===== src/include/core_defines.svh =====
`ifndef CORE_DEFINES_SVH
`define CORE_DEFINES_SVH

// datapath and register file sizes
`define DATA_W  32
`define GPR_NUM 32
`define GPR_AW  5

// opcode field widths of the two formats
`define OPC1_W 7
`define OPC2_W 10

// 1RI20 opcodes, instr[31:25]
`define OPC_LU12I_W   7'b0001010
`define OPC_PCADDI    7'b0001100
`define OPC_PCADDU12I 7'b0001110

// 2RI12 opcodes, instr[31:22]
`define OPC_ADDI_W 10'b0000001010
`define OPC_ANDI   10'b0000001101
`define OPC_ORI    10'b0000001110
`define OPC_XORI   10'b0000001111

// alu operations
`define ALUOP_W   3
`define ALU_LUI   3'd0
`define ALU_PCADD 3'd1
`define ALU_ADD   3'd2
`define ALU_AND   3'd3
`define ALU_OR    3'd4
`define ALU_XOR   3'd5

// first operand select
`define SRC_SEL_RJ 1'b0
`define SRC_SEL_PC 1'b1

`endif

===== src/design/core_types_pkg.sv =====
`default_nettype none

`include "core_defines.svh"

package core_types;

    // one instruction word seen through either format
    // 1RI20 {opcode[7], imm20[20], rd[5]}
    // 2RI12 {opcode[10], imm12[12], rj[5], rd[5]}
    typedef union packed {
        struct packed {
            logic [`OPC1_W-1:0] opcode;
            logic [19:0]        imm20;
            logic [`GPR_AW-1:0] rd;
        } f1ri20;
        struct packed {
            logic [`OPC2_W-1:0] opcode;
            logic [11:0]        imm12;
            logic [`GPR_AW-1:0] rj;
            logic [`GPR_AW-1:0] rd;
        } f2ri12;
    } instr_word_u;

endpackage

`default_nettype wire


===== src/design/decode_exec_top.sv =====
`default_nettype none
`timescale 1ns/1ps

`include "core_defines.svh"

module decode_exec_top
    import core_types::*;
(
    input  logic               clk_i,
    input  logic               rst_n_i,

    // instruction handshake
    input  logic               req_i,
    input  logic [`DATA_W-1:0] pc_i,
    input  instr_word_u        instr_i,
    output logic               ack_o,

    // result handshake
    input  logic               res_ack_i,
    output logic               res_req_o,
    output logic [`GPR_AW-1:0] res_rd_o,
    output logic [`DATA_W-1:0] res_value_o,
    output logic               res_we_o,
    output logic               res_illegal_o
);

    // accept -> decode
    logic                acc_full;
    logic [`DATA_W-1:0]  acc_pc;
    instr_word_u         acc_instr;
    logic                dec_free;

    // decode -> execute
    logic                dec_full;
    logic [`DATA_W-1:0]  dec_pc;
    logic [`GPR_AW-1:0]  dec_rd;
    logic [`GPR_AW-1:0]  dec_rj;
    logic                dec_we;
    logic                dec_use_pc;
    logic [`DATA_W-1:0]  dec_imm;
    logic [`ALUOP_W-1:0] dec_aluop;
    logic                dec_illegal;
    logic                exe_free;

    // execute -> sender
    logic                exe_full;
    logic [`GPR_AW-1:0]  exe_rd;
    logic [`DATA_W-1:0]  exe_value;
    logic                exe_we;
    logic                exe_illegal;
    logic                snd_free;

    instr_accept u_accept (
        .clk_i       (clk_i),
        .rst_n_i     (rst_n_i),
        .req_i       (req_i),
        .pc_i        (pc_i),
        .instr_i     (instr_i),
        .ack_o       (ack_o),
        .next_free_i (dec_free),
        .full_o      (acc_full),
        .pc_o        (acc_pc),
        .instr_o     (acc_instr)
    );

    decode_stage u_decode (
        .clk_i       (clk_i),
        .rst_n_i     (rst_n_i),
        .in_full_i   (acc_full),
        .pc_i        (acc_pc),
        .instr_i     (acc_instr),
        .free_o      (dec_free),
        .next_free_i (exe_free),
        .full_o      (dec_full),
        .pc_o        (dec_pc),
        .rd_o        (dec_rd),
        .rj_o        (dec_rj),
        .we_o        (dec_we),
        .use_pc_o    (dec_use_pc),
        .imm_o       (dec_imm),
        .aluop_o     (dec_aluop),
        .illegal_o   (dec_illegal)
    );

    exec_stage u_exec (
        .clk_i       (clk_i),
        .rst_n_i     (rst_n_i),
        .in_full_i   (dec_full),
        .pc_i        (dec_pc),
        .rd_i        (dec_rd),
        .rj_i        (dec_rj),
        .we_i        (dec_we),
        .use_pc_i    (dec_use_pc),
        .imm_i       (dec_imm),
        .aluop_i     (dec_aluop),
        .illegal_i   (dec_illegal),
        .free_o      (exe_free),
        .next_free_i (snd_free),
        .full_o      (exe_full),
        .rd_o        (exe_rd),
        .value_o     (exe_value),
        .we_o        (exe_we),
        .illegal_o   (exe_illegal)
    );

    result_sender u_sender (
        .clk_i         (clk_i),
        .rst_n_i       (rst_n_i),
        .in_full_i     (exe_full),
        .rd_i          (exe_rd),
        .value_i       (exe_value),
        .we_i          (exe_we),
        .illegal_i     (exe_illegal),
        .free_o        (snd_free),
        .res_ack_i     (res_ack_i),
        .res_req_o     (res_req_o),
        .res_rd_o      (res_rd_o),
        .res_value_o   (res_value_o),
        .res_we_o      (res_we_o),
        .res_illegal_o (res_illegal_o)
    );

endmodule

`default_nettype wire


===== src/design/result_sender.sv =====
`default_nettype none
`timescale 1ns/1ps

`include "core_defines.svh"

module result_sender (
    input  logic               clk_i,
    input  logic               rst_n_i,

    // from execute
    input  logic               in_full_i,
    input  logic [`GPR_AW-1:0] rd_i,
    input  logic [`DATA_W-1:0] value_i,
    input  logic               we_i,
    input  logic               illegal_i,
    output logic               free_o,

    // four-phase result side
    input  logic               res_ack_i,
    output logic               res_req_o,
    output logic [`GPR_AW-1:0] res_rd_o,
    output logic [`DATA_W-1:0] res_value_o,
    output logic               res_we_o,
    output logic               res_illegal_o
);

    localparam logic [1:0] S_IDLE = 2'd0;
    localparam logic [1:0] S_REQ  = 2'd1;
    localparam logic [1:0] S_DROP = 2'd2;

    logic [1:0] state;

    // one result at a time
    assign free_o = (state == S_IDLE);

    always_ff @(posedge clk_i or negedge rst_n_i) begin
        if (!rst_n_i) begin
            state         <= S_IDLE;
            res_req_o     <= 1'b0;
            res_rd_o      <= '0;
            res_value_o   <= '0;
            res_we_o      <= 1'b0;
            res_illegal_o <= 1'b0;
        end else begin
            case (state)
                S_IDLE: begin
                    if (in_full_i) begin
                        state         <= S_REQ;
                        res_rd_o      <= rd_i;
                        res_value_o   <= value_i;
                        res_we_o      <= we_i;
                        res_illegal_o <= illegal_i;
                    end
                end
                S_REQ: begin
                    // req goes up the edge after the take
                    if (!res_req_o) begin
                        res_req_o <= 1'b1;
                    end else if (res_ack_i) begin
                        res_req_o <= 1'b0;
                        state     <= S_DROP;
                    end
                end
                S_DROP: begin
                    // wait for the consumer to release ack
                    if (!res_ack_i) begin
                        state <= S_IDLE;
                    end
                end
                default: begin
                    state     <= S_IDLE;
                    res_req_o <= 1'b0;
                end
            endcase
        end
    end

    // request and payload held until acknowledged
    assert property (@(posedge clk_i) disable iff (!rst_n_i)
        res_req_o && !res_ack_i |=> res_req_o && $stable(res_rd_o)
            && $stable(res_value_o) && $stable(res_we_o) && $stable(res_illegal_o));

endmodule

`default_nettype wire


===== src/design/exec_stage.sv =====
`default_nettype none
`timescale 1ns/1ps

`include "core_defines.svh"

module exec_stage (
    input  logic                clk_i,
    input  logic                rst_n_i,

    // decoded operation
    input  logic                in_full_i,
    input  logic [`DATA_W-1:0]  pc_i,
    input  logic [`GPR_AW-1:0]  rd_i,
    input  logic [`GPR_AW-1:0]  rj_i,
    input  logic                we_i,
    input  logic                use_pc_i,
    input  logic [`DATA_W-1:0]  imm_i,
    input  logic [`ALUOP_W-1:0] aluop_i,
    input  logic                illegal_i,
    output logic                free_o,

    // result towards the sender
    input  logic                next_free_i,
    output logic                full_o,
    output logic [`GPR_AW-1:0]  rd_o,
    output logic [`DATA_W-1:0]  value_o,
    output logic                we_o,
    output logic                illegal_o
);

    logic [`DATA_W-1:0] gpr [`GPR_NUM];
    logic [`DATA_W-1:0] opa;
    logic [`DATA_W-1:0] result;
    logic               load;
    logic               wr_en;

    assign free_o = !full_o || next_free_i;
    assign load   = in_full_i && free_o;

    // r0 is never written so it keeps its reset zero
    assign opa = (use_pc_i == `SRC_SEL_PC) ? pc_i : gpr[rj_i];

    always_comb begin
        case (aluop_i)
            `ALU_LUI:   result = imm_i;
            `ALU_PCADD: result = opa + imm_i;
            `ALU_ADD:   result = opa + imm_i;
            `ALU_AND:   result = opa & imm_i;
            `ALU_OR:    result = opa | imm_i;
            `ALU_XOR:   result = opa ^ imm_i;
            default:    result = '0;
        endcase
    end

    assign wr_en = load && we_i && (rd_i != '0);

    always_ff @(posedge clk_i or negedge rst_n_i) begin
        if (!rst_n_i) begin
            for (int i = 0; i < `GPR_NUM; i++) begin
                gpr[i] <= '0;
            end
        end else if (wr_en) begin
            gpr[rd_i] <= result;
        end
    end

    always_ff @(posedge clk_i or negedge rst_n_i) begin
        if (!rst_n_i) begin
            full_o    <= 1'b0;
            rd_o      <= '0;
            value_o   <= '0;
            we_o      <= 1'b0;
            illegal_o <= 1'b0;
        end else if (load) begin
            full_o    <= 1'b1;
            rd_o      <= rd_i;
            value_o   <= result;
            // a write to r0 is reported as no write
            we_o      <= we_i && (rd_i != '0);
            illegal_o <= illegal_i;
        end else if (next_free_i) begin
            full_o <= 1'b0;
        end
    end

    // r0 reads zero for the whole run
    assert property (@(posedge clk_i) disable iff (!rst_n_i)
        gpr[0] == '0);

endmodule

`default_nettype wire


===== src/design/decode_stage.sv =====
`default_nettype none
`timescale 1ns/1ps

`include "core_defines.svh"

module decode_stage
    import core_types::*;
(
    input  logic                clk_i,
    input  logic                rst_n_i,

    // from accept stage
    input  logic                in_full_i,
    input  logic [`DATA_W-1:0]  pc_i,
    input  instr_word_u         instr_i,
    output logic                free_o,

    // towards execute
    input  logic                next_free_i,
    output logic                full_o,
    output logic [`DATA_W-1:0]  pc_o,
    output logic [`GPR_AW-1:0]  rd_o,
    output logic [`GPR_AW-1:0]  rj_o,
    output logic                we_o,
    output logic                use_pc_o,
    output logic [`DATA_W-1:0]  imm_o,
    output logic [`ALUOP_W-1:0] aluop_o,
    output logic                illegal_o
);

    logic                a_valid;
    logic [`GPR_AW-1:0]  a_rd;
    logic                a_we;
    logic                a_use_pc;
    logic [`DATA_W-1:0]  a_imm;
    logic [`ALUOP_W-1:0] a_aluop;

    logic                b_valid;
    logic [`GPR_AW-1:0]  b_rd;
    logic [`GPR_AW-1:0]  b_rj;
    logic                b_we;
    logic [`DATA_W-1:0]  b_imm;
    logic [`ALUOP_W-1:0] b_aluop;

    logic                load;

    decoder_1RI20 u_dec_1ri20 (
        .instr_i  (instr_i),
        .valid_o  (a_valid),
        .rd_o     (a_rd),
        .we_o     (a_we),
        .use_pc_o (a_use_pc),
        .imm_o    (a_imm),
        .aluop_o  (a_aluop)
    );

    decoder_2RI12 u_dec_2ri12 (
        .instr_i (instr_i),
        .valid_o (b_valid),
        .rd_o    (b_rd),
        .rj_o    (b_rj),
        .we_o    (b_we),
        .imm_o   (b_imm),
        .aluop_o (b_aluop)
    );

    // empty, or handing over to execute this cycle
    assign free_o = !full_o || next_free_i;
    assign load   = in_full_i && free_o;

    always_ff @(posedge clk_i or negedge rst_n_i) begin
        if (!rst_n_i) begin
            full_o    <= 1'b0;
            pc_o      <= '0;
            rd_o      <= '0;
            rj_o      <= '0;
            we_o      <= 1'b0;
            use_pc_o  <= `SRC_SEL_RJ;
            imm_o     <= '0;
            aluop_o   <= '0;
            illegal_o <= 1'b0;
        end else if (load) begin
            full_o    <= 1'b1;
            pc_o      <= pc_i;
            // opcode prefixes are disjoint, at most one decoder hits
            if (a_valid) begin
                rd_o     <= a_rd;
                rj_o     <= '0;
                we_o     <= a_we;
                use_pc_o <= a_use_pc;
                imm_o    <= a_imm;
                aluop_o  <= a_aluop;
            end else begin
                rd_o     <= b_rd;
                rj_o     <= b_rj;
                we_o     <= b_we;
                use_pc_o <= `SRC_SEL_RJ;
                imm_o    <= b_imm;
                aluop_o  <= b_aluop;
            end
            illegal_o <= !(a_valid || b_valid);
        end else if (next_free_i) begin
            full_o <= 1'b0;
        end
    end

endmodule

`default_nettype wire


===== src/design/decoder_2RI12.sv =====
`default_nettype none
`timescale 1ns/1ps

`include "core_defines.svh"

// 2RI12 format, ADDI.W / ANDI / ORI / XORI
module decoder_2RI12
    import core_types::*;
(
    input  instr_word_u         instr_i,

    // high when the opcode belongs to this format
    output logic                valid_o,

    // register fields
    output logic [`GPR_AW-1:0]  rd_o,
    output logic [`GPR_AW-1:0]  rj_o,
    output logic                we_o,

    // immediate and alu operation
    output logic [`DATA_W-1:0]  imm_o,
    output logic [`ALUOP_W-1:0] aluop_o
);

    logic [11:0] imm12;

    assign imm12 = instr_i.f2ri12.imm12;

    always_comb begin
        valid_o = 1'b1;
        rd_o    = instr_i.f2ri12.rd;
        rj_o    = instr_i.f2ri12.rj;
        we_o    = 1'b1;
        // logical ops take the zero extended form
        imm_o   = {20'b0, imm12};
        aluop_o = '0;
        case (instr_i.f2ri12.opcode)
            `OPC_ADDI_W: begin
                imm_o   = {{20{imm12[11]}}, imm12};
                aluop_o = `ALU_ADD;
            end
            `OPC_ANDI: begin
                aluop_o = `ALU_AND;
            end
            `OPC_ORI: begin
                aluop_o = `ALU_OR;
            end
            `OPC_XORI: begin
                aluop_o = `ALU_XOR;
            end
            default: begin
                valid_o = 1'b0;
                rd_o    = '0;
                rj_o    = '0;
                we_o    = 1'b0;
                imm_o   = '0;
            end
        endcase
    end

endmodule

`default_nettype wire


===== src/design/decoder_1RI20.sv =====
`default_nettype none
`timescale 1ns/1ps

`include "core_defines.svh"

// 1RI20 format, LU12I.W / PCADDI / PCADDU12I
module decoder_1RI20
    import core_types::*;
(
    input  instr_word_u         instr_i,

    // high when the opcode belongs to this format
    output logic                valid_o,

    // destination register
    output logic [`GPR_AW-1:0]  rd_o,
    output logic                we_o,

    // operand a from pc instead of rj
    output logic                use_pc_o,
    output logic [`DATA_W-1:0]  imm_o,
    output logic [`ALUOP_W-1:0] aluop_o
);

    logic [19:0] imm20;

    assign imm20 = instr_i.f1ri20.imm20;

    always_comb begin
        valid_o  = 1'b0;
        rd_o     = '0;
        we_o     = 1'b0;
        use_pc_o = `SRC_SEL_RJ;
        imm_o    = '0;
        aluop_o  = '0;
        case (instr_i.f1ri20.opcode)
            `OPC_LU12I_W: begin
                valid_o = 1'b1;
                rd_o    = instr_i.f1ri20.rd;
                we_o    = 1'b1;
                imm_o   = {imm20, 12'b0};
                aluop_o = `ALU_LUI;
            end
            `OPC_PCADDU12I: begin
                valid_o  = 1'b1;
                rd_o     = instr_i.f1ri20.rd;
                we_o     = 1'b1;
                use_pc_o = `SRC_SEL_PC;
                imm_o    = {imm20, 12'b0};
                aluop_o  = `ALU_PCADD;
            end
            `OPC_PCADDI: begin
                valid_o  = 1'b1;
                rd_o     = instr_i.f1ri20.rd;
                we_o     = 1'b1;
                use_pc_o = `SRC_SEL_PC;
                // word offset, sign extended
                imm_o    = {{10{imm20[19]}}, imm20, 2'b00};
                aluop_o  = `ALU_PCADD;
            end
            default: begin
                valid_o = 1'b0;
            end
        endcase
    end

endmodule

`default_nettype wire


===== src/design/instr_accept.sv =====
`default_nettype none
`timescale 1ns/1ps

`include "core_defines.svh"

module instr_accept
    import core_types::*;
(
    input  logic               clk_i,
    input  logic               rst_n_i,

    // four-phase request side
    input  logic               req_i,
    input  logic [`DATA_W-1:0] pc_i,
    input  instr_word_u        instr_i,
    output logic               ack_o,

    // towards decode
    input  logic               next_free_i,
    output logic               full_o,
    output logic [`DATA_W-1:0] pc_o,
    output instr_word_u        instr_o
);

    logic capture;

    // new request, not yet acked, and room in this stage
    assign capture = req_i && !ack_o && (!full_o || next_free_i);

    always_ff @(posedge clk_i or negedge rst_n_i) begin
        if (!rst_n_i) begin
            ack_o   <= 1'b0;
            full_o  <= 1'b0;
            pc_o    <= '0;
            instr_o <= '0;
        end else begin
            if (capture) begin
                full_o  <= 1'b1;
                pc_o    <= pc_i;
                instr_o <= instr_i;
            end else if (next_free_i) begin
                full_o  <= 1'b0;
            end

            // ack follows capture, drops once req is seen low
            if (capture) begin
                ack_o <= 1'b1;
            end else if (!req_i) begin
                ack_o <= 1'b0;
            end
        end
    end

    // ack only ever answers a live request
    assert property (@(posedge clk_i) disable iff (!rst_n_i)
        $rose(ack_o) |-> $past(req_i));

endmodule

`default_nettype wire


===== config.mk =====
export PLATFORM = sky130hd
export DESIGN_NAME = decode_exec_top
export DESIGN_NICKNAME = d
export VERILOG_FILES = /design/src/design/core_types_pkg.sv /design/src/design/decode_exec_top.sv /design/src/design/result_sender.sv /design/src/design/exec_stage.sv /design/src/design/decode_stage.sv /design/src/design/decoder_2RI12.sv /design/src/design/decoder_1RI20.sv /design/src/design/instr_accept.sv
export VERILOG_INCLUDE_DIRS = /design/src /design/src/include
export SDC_FILE = /design/constraint.sdc
export NUM_CORES = 2
export LEC_CHECK = 0
export ABC_CLOCK_PERIOD_IN_PS = 12300
export BUFFER_PORTS_ARGS = -buffer_cell sky130_fd_sc_hd__buf_2
export CORE_ASPECT_RATIO = 0.9
export CORE_UTILIZATION = 55
export CTS_CLUSTER_DIAMETER = 60
export DETAILED_ROUTE_END_ITERATION = 6
export HOLD_SLACK_MARGIN = 0.15
export PLACE_DENSITY = 0.7
export SETUP_SLACK_MARGIN = 0.5
export SYNTH_ARGS = -nofsm -noshare
export SYNTH_HDL_FRONTEND = slang
export SYNTH_SLANG_ARGS = --single-unit

===== constraint.sdc =====
create_clock -name clk_i -period 12.3 [get_ports clk_i]
set_clock_uncertainty 0.2 [all_clocks]
set_input_delay 0.615 -clock clk_i [delete_from_list [all_inputs] [get_ports clk_i]]
set_output_delay 0.615 -clock clk_i [all_outputs]
set_load 0.01 [all_outputs]

* Word-level counts from Yosys, hierarchy flattened
Cells that the tools add are included.
** Operators by class
- Add/sub/neg operators :: 1
- $mul :: 0
- Divide/modulo/power cells :: 0
- Order comparisons :: 3
- Equality and inequality tests :: 19
- Shifts and indexed selects :: 0
- Muxes and demuxes :: 40
- Bitwise gates (word level) :: 5
- Reduce and logical (&&, ||, !) cells :: 32
** Operators with widths (number)
- $bwmux 1024 :: 1
- $bmux 32 s5 :: 1
- $demux 32 s5 :: 1
- $mux 32 :: 5
- $pmux 32 s5 :: 1
- $pmux 32 s2 :: 2
- $eq 10x4->1 const B :: 4
- $add 32x32->32 :: 1
- $and 32x32->32 :: 1
- $or 32x32->32 :: 1
- $xor 32x32->32 :: 1
- $mux 5 :: 5
- $eq 7x4->1 const B :: 3
- $mux 1 :: 16
- $ge 6x6->1 const B :: 2
- $not 5->6 :: 2
- $pmux 3 s4 :: 1
- $logic_and 1x1->1 :: 8
- $mux 2 :: 4
- $reduce_or 2->1 :: 4
- $eq 3x2->1 const B :: 2
- $eq 3x3->1 const B :: 2
- $lt 6x1->1 const B :: 1
- $ne 2x2->1 const B :: 3
- other kinds (17) :: 28
** Storage, ports and cells
- Bits in registers :: 1253
- Bits in latches :: 0
- Memory bits (writable) :: 0
- Memory bits (read-only) :: 0
- Memories :: 0

* Longest topological paths before layout
- Word-level depth :: 8
- Depth in mapped cells :: 21

* By module
A second synthesis with hierarchy kept.
** Unflattened totals
- Cell total of the unflattened synthesis :: 5305
- Area, all modules :: 58687.5 um2
** By module, submodules not included
- exec_stage :: times used 1, cells an instance 4624, area each 49432.4 um2, sequential area each 26625.5 um2
- decode_stage :: times used 1, cells an instance 282, area each 3589.7 um2, sequential area each 2026.9 um2
- instr_accept :: times used 1, cells an instance 143, area each 2771.4 um2, sequential area each 1651.6 um2
- result_sender :: times used 1, cells an instance 94, area each 1594.0 um2, sequential area each 1051.0 um2
- decoder_1RI20 :: times used 1, cells an instance 99, area each 691.9 um2, sequential area each 0.0 um2
- decoder_2RI12 :: times used 1, cells an instance 63, area each 608.1 um2, sequential area each 0.0 um2

* Worst setup path after synthesis
OpenSTA, ideal clock, no wires.
- Path kind :: register to register
- Start :: register u_decode.rj_o[0]
- End :: register u_exec.gpr[624] in the netlist's numbering
- Setup time :: 0.134 ns
- Data arrival time :: 4.712 ns
- Path slack :: 7.254 ns
- Cell stages (with the launch flop) :: 22
- Buffers on the path :: 4
- Clock period less this slack :: 5.046 ns
- Path through :: dfrtp_1 clkbuf_1 clkbuf_1 buf_1 mux4_2 mux4_2 mux2i_1 o21a_1 inv_1 ha_1 inv_1 fa_1 nor2b_1 o2111ai_1 a21oi_1 o2111ai_2 nand2_1 a21oi_1 mux2i_1 o21ai_0 clkbuf_1 o21ai_0
** On the way
- Cells in the longest elaborated chain, start to end :: 8
** RTL lines
- start: declaration :: line decode_stage.sv:23 : output logic [`GPR_AW-1:0] rj_o,
- start signal: assignment :: line decode_stage.sv:95 : rj_o <= b_rj;
- $not 5->6 (not written as such) (*) :: line exec_stage.sv:41 : assign opa = (use_pc_i == `SRC_SEL_PC) ? pc_i : gpr[rj_i];
- $bmux 32 s5 (*) :: line exec_stage.sv:41
- $mux 32 (not written as such) (*) (2 in a row) :: line exec_stage.sv:41
- $mux 32 (*) :: line exec_stage.sv:41
- $add 32x32->32, or another cell as far along :: line exec_stage.sv:46, exec_stage.sv:47
- $pmux 32 s5 (*) :: line exec_stage.sv:44 : case (aluop_i)
- $bwmux 1024 (*) :: line exec_stage.sv:63 : gpr[rd_i] <= result;
- end signal: indexed assignment :: line exec_stage.sv:63
- end: declaration :: line exec_stage.sv:31 : logic [`DATA_W-1:0] gpr [`GPR_NUM];
Every way passes the cells marked *; elsewhere a longest branch is shown, timed or not. The select of a mux whose other input is x is not followed.
A chain may end at the register's enable or synchronous reset.

* Worst setup path in the final report
- Start :: register u_decode.rj_o[0]
- End :: register u_exec.gpr[351] in the netlist's numbering
Same word-level chain as after synthesis.

==> summary.md <==
| Metric | Value |
|---|---|
| Net switching power | approximately 3400 µW |
| Placement Cell Area | 57930 µm² |
| P_leak | approximately 0.028 µW |
| Clk sinks | 1253 |
| Post-synth EDFFs | 0 |
| Htree depth | 4 |
| DIE HEIGHT | 305.6 µm |
| Core area | 100700 µm² |
| Post-CTS Setup Repair Bufs | 0 |
| Fmax | ~0.13 GHz |
| Max_cap viols | 0 |
| PwrDens | 169.6 nW/µm² |
| Synth Cell Area | approximately 56000 µm² |
| Vias per cell | 6.158 |
| Slew headroom | ~16% |
| Clk buf depth | 3 |
| CP max FO | 42 |
| # nets final | around 5200 |
| Worst setup path start | u_decode.rj_o[0] |
| Starting DRT DRC Count | ~4200 |
| DR DRC count | 0 |
| Final std cells w/o fill | between 6000 and 7000 |
| Post-route clock period utilization | 62.36% |
| Layout area overhead | 11.82% |
| Crit path depth | 17 |
| # port buffers | between 100 and 150 |
| CP Capture Point | u_exec.gpr[351] |
| Worst r2r dst | u_exec.gpr[351] |
| Worst-margin pin slew | between 1000 and 1500 ps |
| Count of different cell masters after synthesis | 80 |
| #FFs+latches synth | ~1300 |
| Worst setup EP type | flop |
| # IOs | 109 |
| Initial Util | a little under three fifths |
| Setup violators final | 0 |
| Status | completed |
| Worst VDD drop | ~140 µV |
| Antenna violations before repair | 4 |
| Global-route wire length before repair | around 250000 µm |
| Syn nets | 5273 |
| Clock transition at the registers of the reported paths | approximately 60 ps |
| Tmin final | about 7700 ps |
| Max Slew Vio Count | 0 |
| Comb pwr share | 18.7% |
| Gr ovfl total | 0 |
| Largest net degree at the start of global routing | between 150 and 200 |
| DRT Pass-1 Iters | 6 |
| Switch share | 31.78% |
| Num rows | 110 |
| Top_reg_cell synth | dfrtp_1 |
| Post-layout instance area | approximately 63000 µm² |
| Inst Count DP | around 6200 |
| Inserted Clock Buffers | between 100 and 150 |
| Routability cong. | just over 1 |
| Slowest CP cell | and3_1 |
| Clk pwr share | between 30% and 40% |
| Mean Syn Cell Area | between 10 and 15 µm² |
| Worst flop-to-flop path startpoint | u_decode.rj_o[0] |
| Worst-Skew Late Latency | 760 ps |
| Class of the worst hold path | reg -> reg |
| DR vias | between 40000 and 50000 |
| Hold Vio Cnt, Final | 0 |
| Synth Instances | just over 5000 |
| Setup TNS Final | 0 ps |
| Final core utilization | roughly 63% |
| Synth Warn # | 0 |
| Commonest non-fill, non-tap cells in the layout | dfrtp_1, nand2_1, o21ai_0 |
| Critical Path Start Type | flop |
| Buf+Inv Stages, Crit Path | 3 |
| FF-to-FF path depth | 17 |
| Kind of critical path | reg -> reg |
| Worst path arrival time | ~8000 ps |
| Cell Chain, Critical Path | buf_4 -> buf_4 -> mux4_2 -> mux4_2 -> mux2i_1 -> o21a_1 -> inv_1 -> ha_1 -> a21oi_1 -> nor3_1 -> a21oi_1 -> nand2_1 -> nor4_1 -> nor2_1 -> mux2i_1 -> and3_1 -> o21ai_0 |
| GRT Util Overall | ~32% |
| Final wirelength | ~160000 µm |
| Sequential share of power | ~44% |
| Detail Route Antenna Nets | 0 |
| Routed len/inst | between 20 and 25 µm |
| Register area share after synthesis | between 50% and 60% |
| WP data required | roughly 13000 ps |
| CTS tree | done |
| Number of global-route vias before repair | 40290 |
| DP HPWL | ~97000 µm |
| Cell Int Power | 7289 µW |
| Die ar. | roughly 100000 µm² |
| Async set-reset flop share out of synthesis | 100.0% |
| Layout cells sized above 1 | a little under a fifth |
| Pwr Total | 10680 µW |
| Critical path's top delay family | simple AND/OR/NAND/NOR gates |
| Root Buffer | clkbuf_16 |
| Commonest non-fill, non-tap cell in the layout | dfrtp_1 |
| RSZ-0062 raised after global routing | no |
| Delay of the slowest critical-path stage | 970 ps |
| Die X | around 340 µm |
| Reg2reg setup slack | approximately 4600 ps |
==> Yosys cell counts, types with 4 or more instances <==
cell	number	share of area (%)
a211oi_1	9	0.12
a21o_1	12	0.16
a21oi_1	283	2.5
a21oi_2	5	0.078
a221o_1	8	0.14
a221oi_1	21	0.33
a22o_1	11	0.17
a22oi_1	35	0.47
a31oi_1	5	0.056
and2_1	7	0.078
and3_1	6	0.067
buf_1	35	0.23
buf_2	41	0.36
buf_4	4	0.053
clkbuf_1	382	2.5
clkbuf_2	6	0.053
dfrtp_1	1253	56
ha_1	69	1.5
inv_1	73	0.49
mux2_2	105	2.1
mux2i_1	36	0.64
mux4_2	320	13
nand2_1	1067	7.1
nand2b_1	10	0.11
nand3_1	18	0.16
nor2_1	304	2.0
nor2b_1	4	0.044
nor3_1	14	0.12
nor3b_1	4	0.053
nor4_1	4	0.044
o211ai_1	11	0.15
o21a_1	37	0.49
o21ai_0	718	6.4
o21ai_1	115	1.0
o21ai_2	7	0.11
o22ai_1	10	0.11
or2_2	6	0.067
xnor2_1	14	0.22
==> layout make-up <==
class,count,area (µm²)
tap,1344,1682
clock buffer,193,3880
fill,7824,37770
clock inverter,44,501.7
inverter,73,274.0
multi-input combinational,3338,23200
timing repair buffer,276,2072
sequential,1253,31370
antenna,1,2.502
==> kinds of logic after synthesis <==
| kind of cell | after synthesis | share of synthesized area (%) |
|---|---|---|
| adders and majority gates | 70 | 1.568 |
| and+or+nand+nor | 1468 | 10.24 |
| buffers and inverters | 544 | 3.797 |
| DFF | 1253 | 55.67 |
| muxes | 461 | 15.53 |
| AOI/OAI and AO/OA | 1322 | 12.93 |
| xor gates and xnor gates | 17 | 0.2644 |
==> power by group through the flow <==
stage | registers [µW] | logic [µW] | clock network, µW
5_1_grt | 4690 | 2150 | 4230
3_3_place_gp | 4710 | 1930 | 0
3_5_place_dp | 4720 | 1950 | 0
6_report | 4660 | 2000 | 4030
2_1_floorplan | 4610 | 1230 | 0
4_1_cts | 4650 | 1970 | 4060
==> per-layer routing <==
| metal | up-vias | share of wire [%] | GRT usage (%) |
|---|---|---|---|
| met2 | 1675 | 44 | 47.39 |
| met3 | 373 | 9.1 | 7.587 |
| met4 | 8 | 4.2 | 13.06 |
| met1 | 20358 | 42 | 46.24 |
| met5 | - | 0.035 | 0 |
| li1 | 17746 | - | - |
==> stage by stage <==
stage	hold slack, ps	worst slack [ps]
after floorplan	119.4	7254
after global routing	186.2	4153
after CTS	176.4	4631
after detailed placement	163.2	4636
after global placement	160.4	4799
final	173.1	4630
==> state kept, by name, indices dropped and copies added, names as in the netlist, 2 cells and up <==
| name | count |
|---|---|
| u_accept.instr_o | 32 |
| u_sender.res_value_o | 32 |
| u_sender.state | 2 |
| u_decode.pc_o | 32 |
| u_decode.aluop_o | 3 |
| u_exec.gpr | 1024 |
| u_exec.value_o | 32 |
| u_sender.res_rd_o | 5 |
| u_decode.rj_o | 5 |
| u_exec.rd_o | 5 |
| u_decode.rd_o | 5 |
| u_accept.pc_o | 32 |
| u_decode.imm_o | 32 |
==> what timing repair did <==
action                    CTS  global route
hold endpoints to repair  204             0
resized for setup           0             0
hold buffers               67             0
==> worst min-delay path by stage <==
stage / startpoint / endpoint / cells past startpoint / slack [ps]
2_1_floorplan: rst_n_i / u_accept.ack_o / 0 / 120
3_3_place_gp: u_exec.gpr[1013] / u_exec.gpr[1013] / 0 / 160
3_5_place_dp: u_exec.gpr[1017] / u_exec.gpr[1017] / 0 / 160
4_1_cts: u_exec.gpr[1001] / u_exec.gpr[1001] / 0 / 180
5_1_grt: u_exec.gpr[1022] / u_exec.gpr[1022] / 0 / 190
6_report: u_exec.gpr[1013] / u_exec.gpr[1013] / 0 / 170
(Power assumes the default switching activity.)
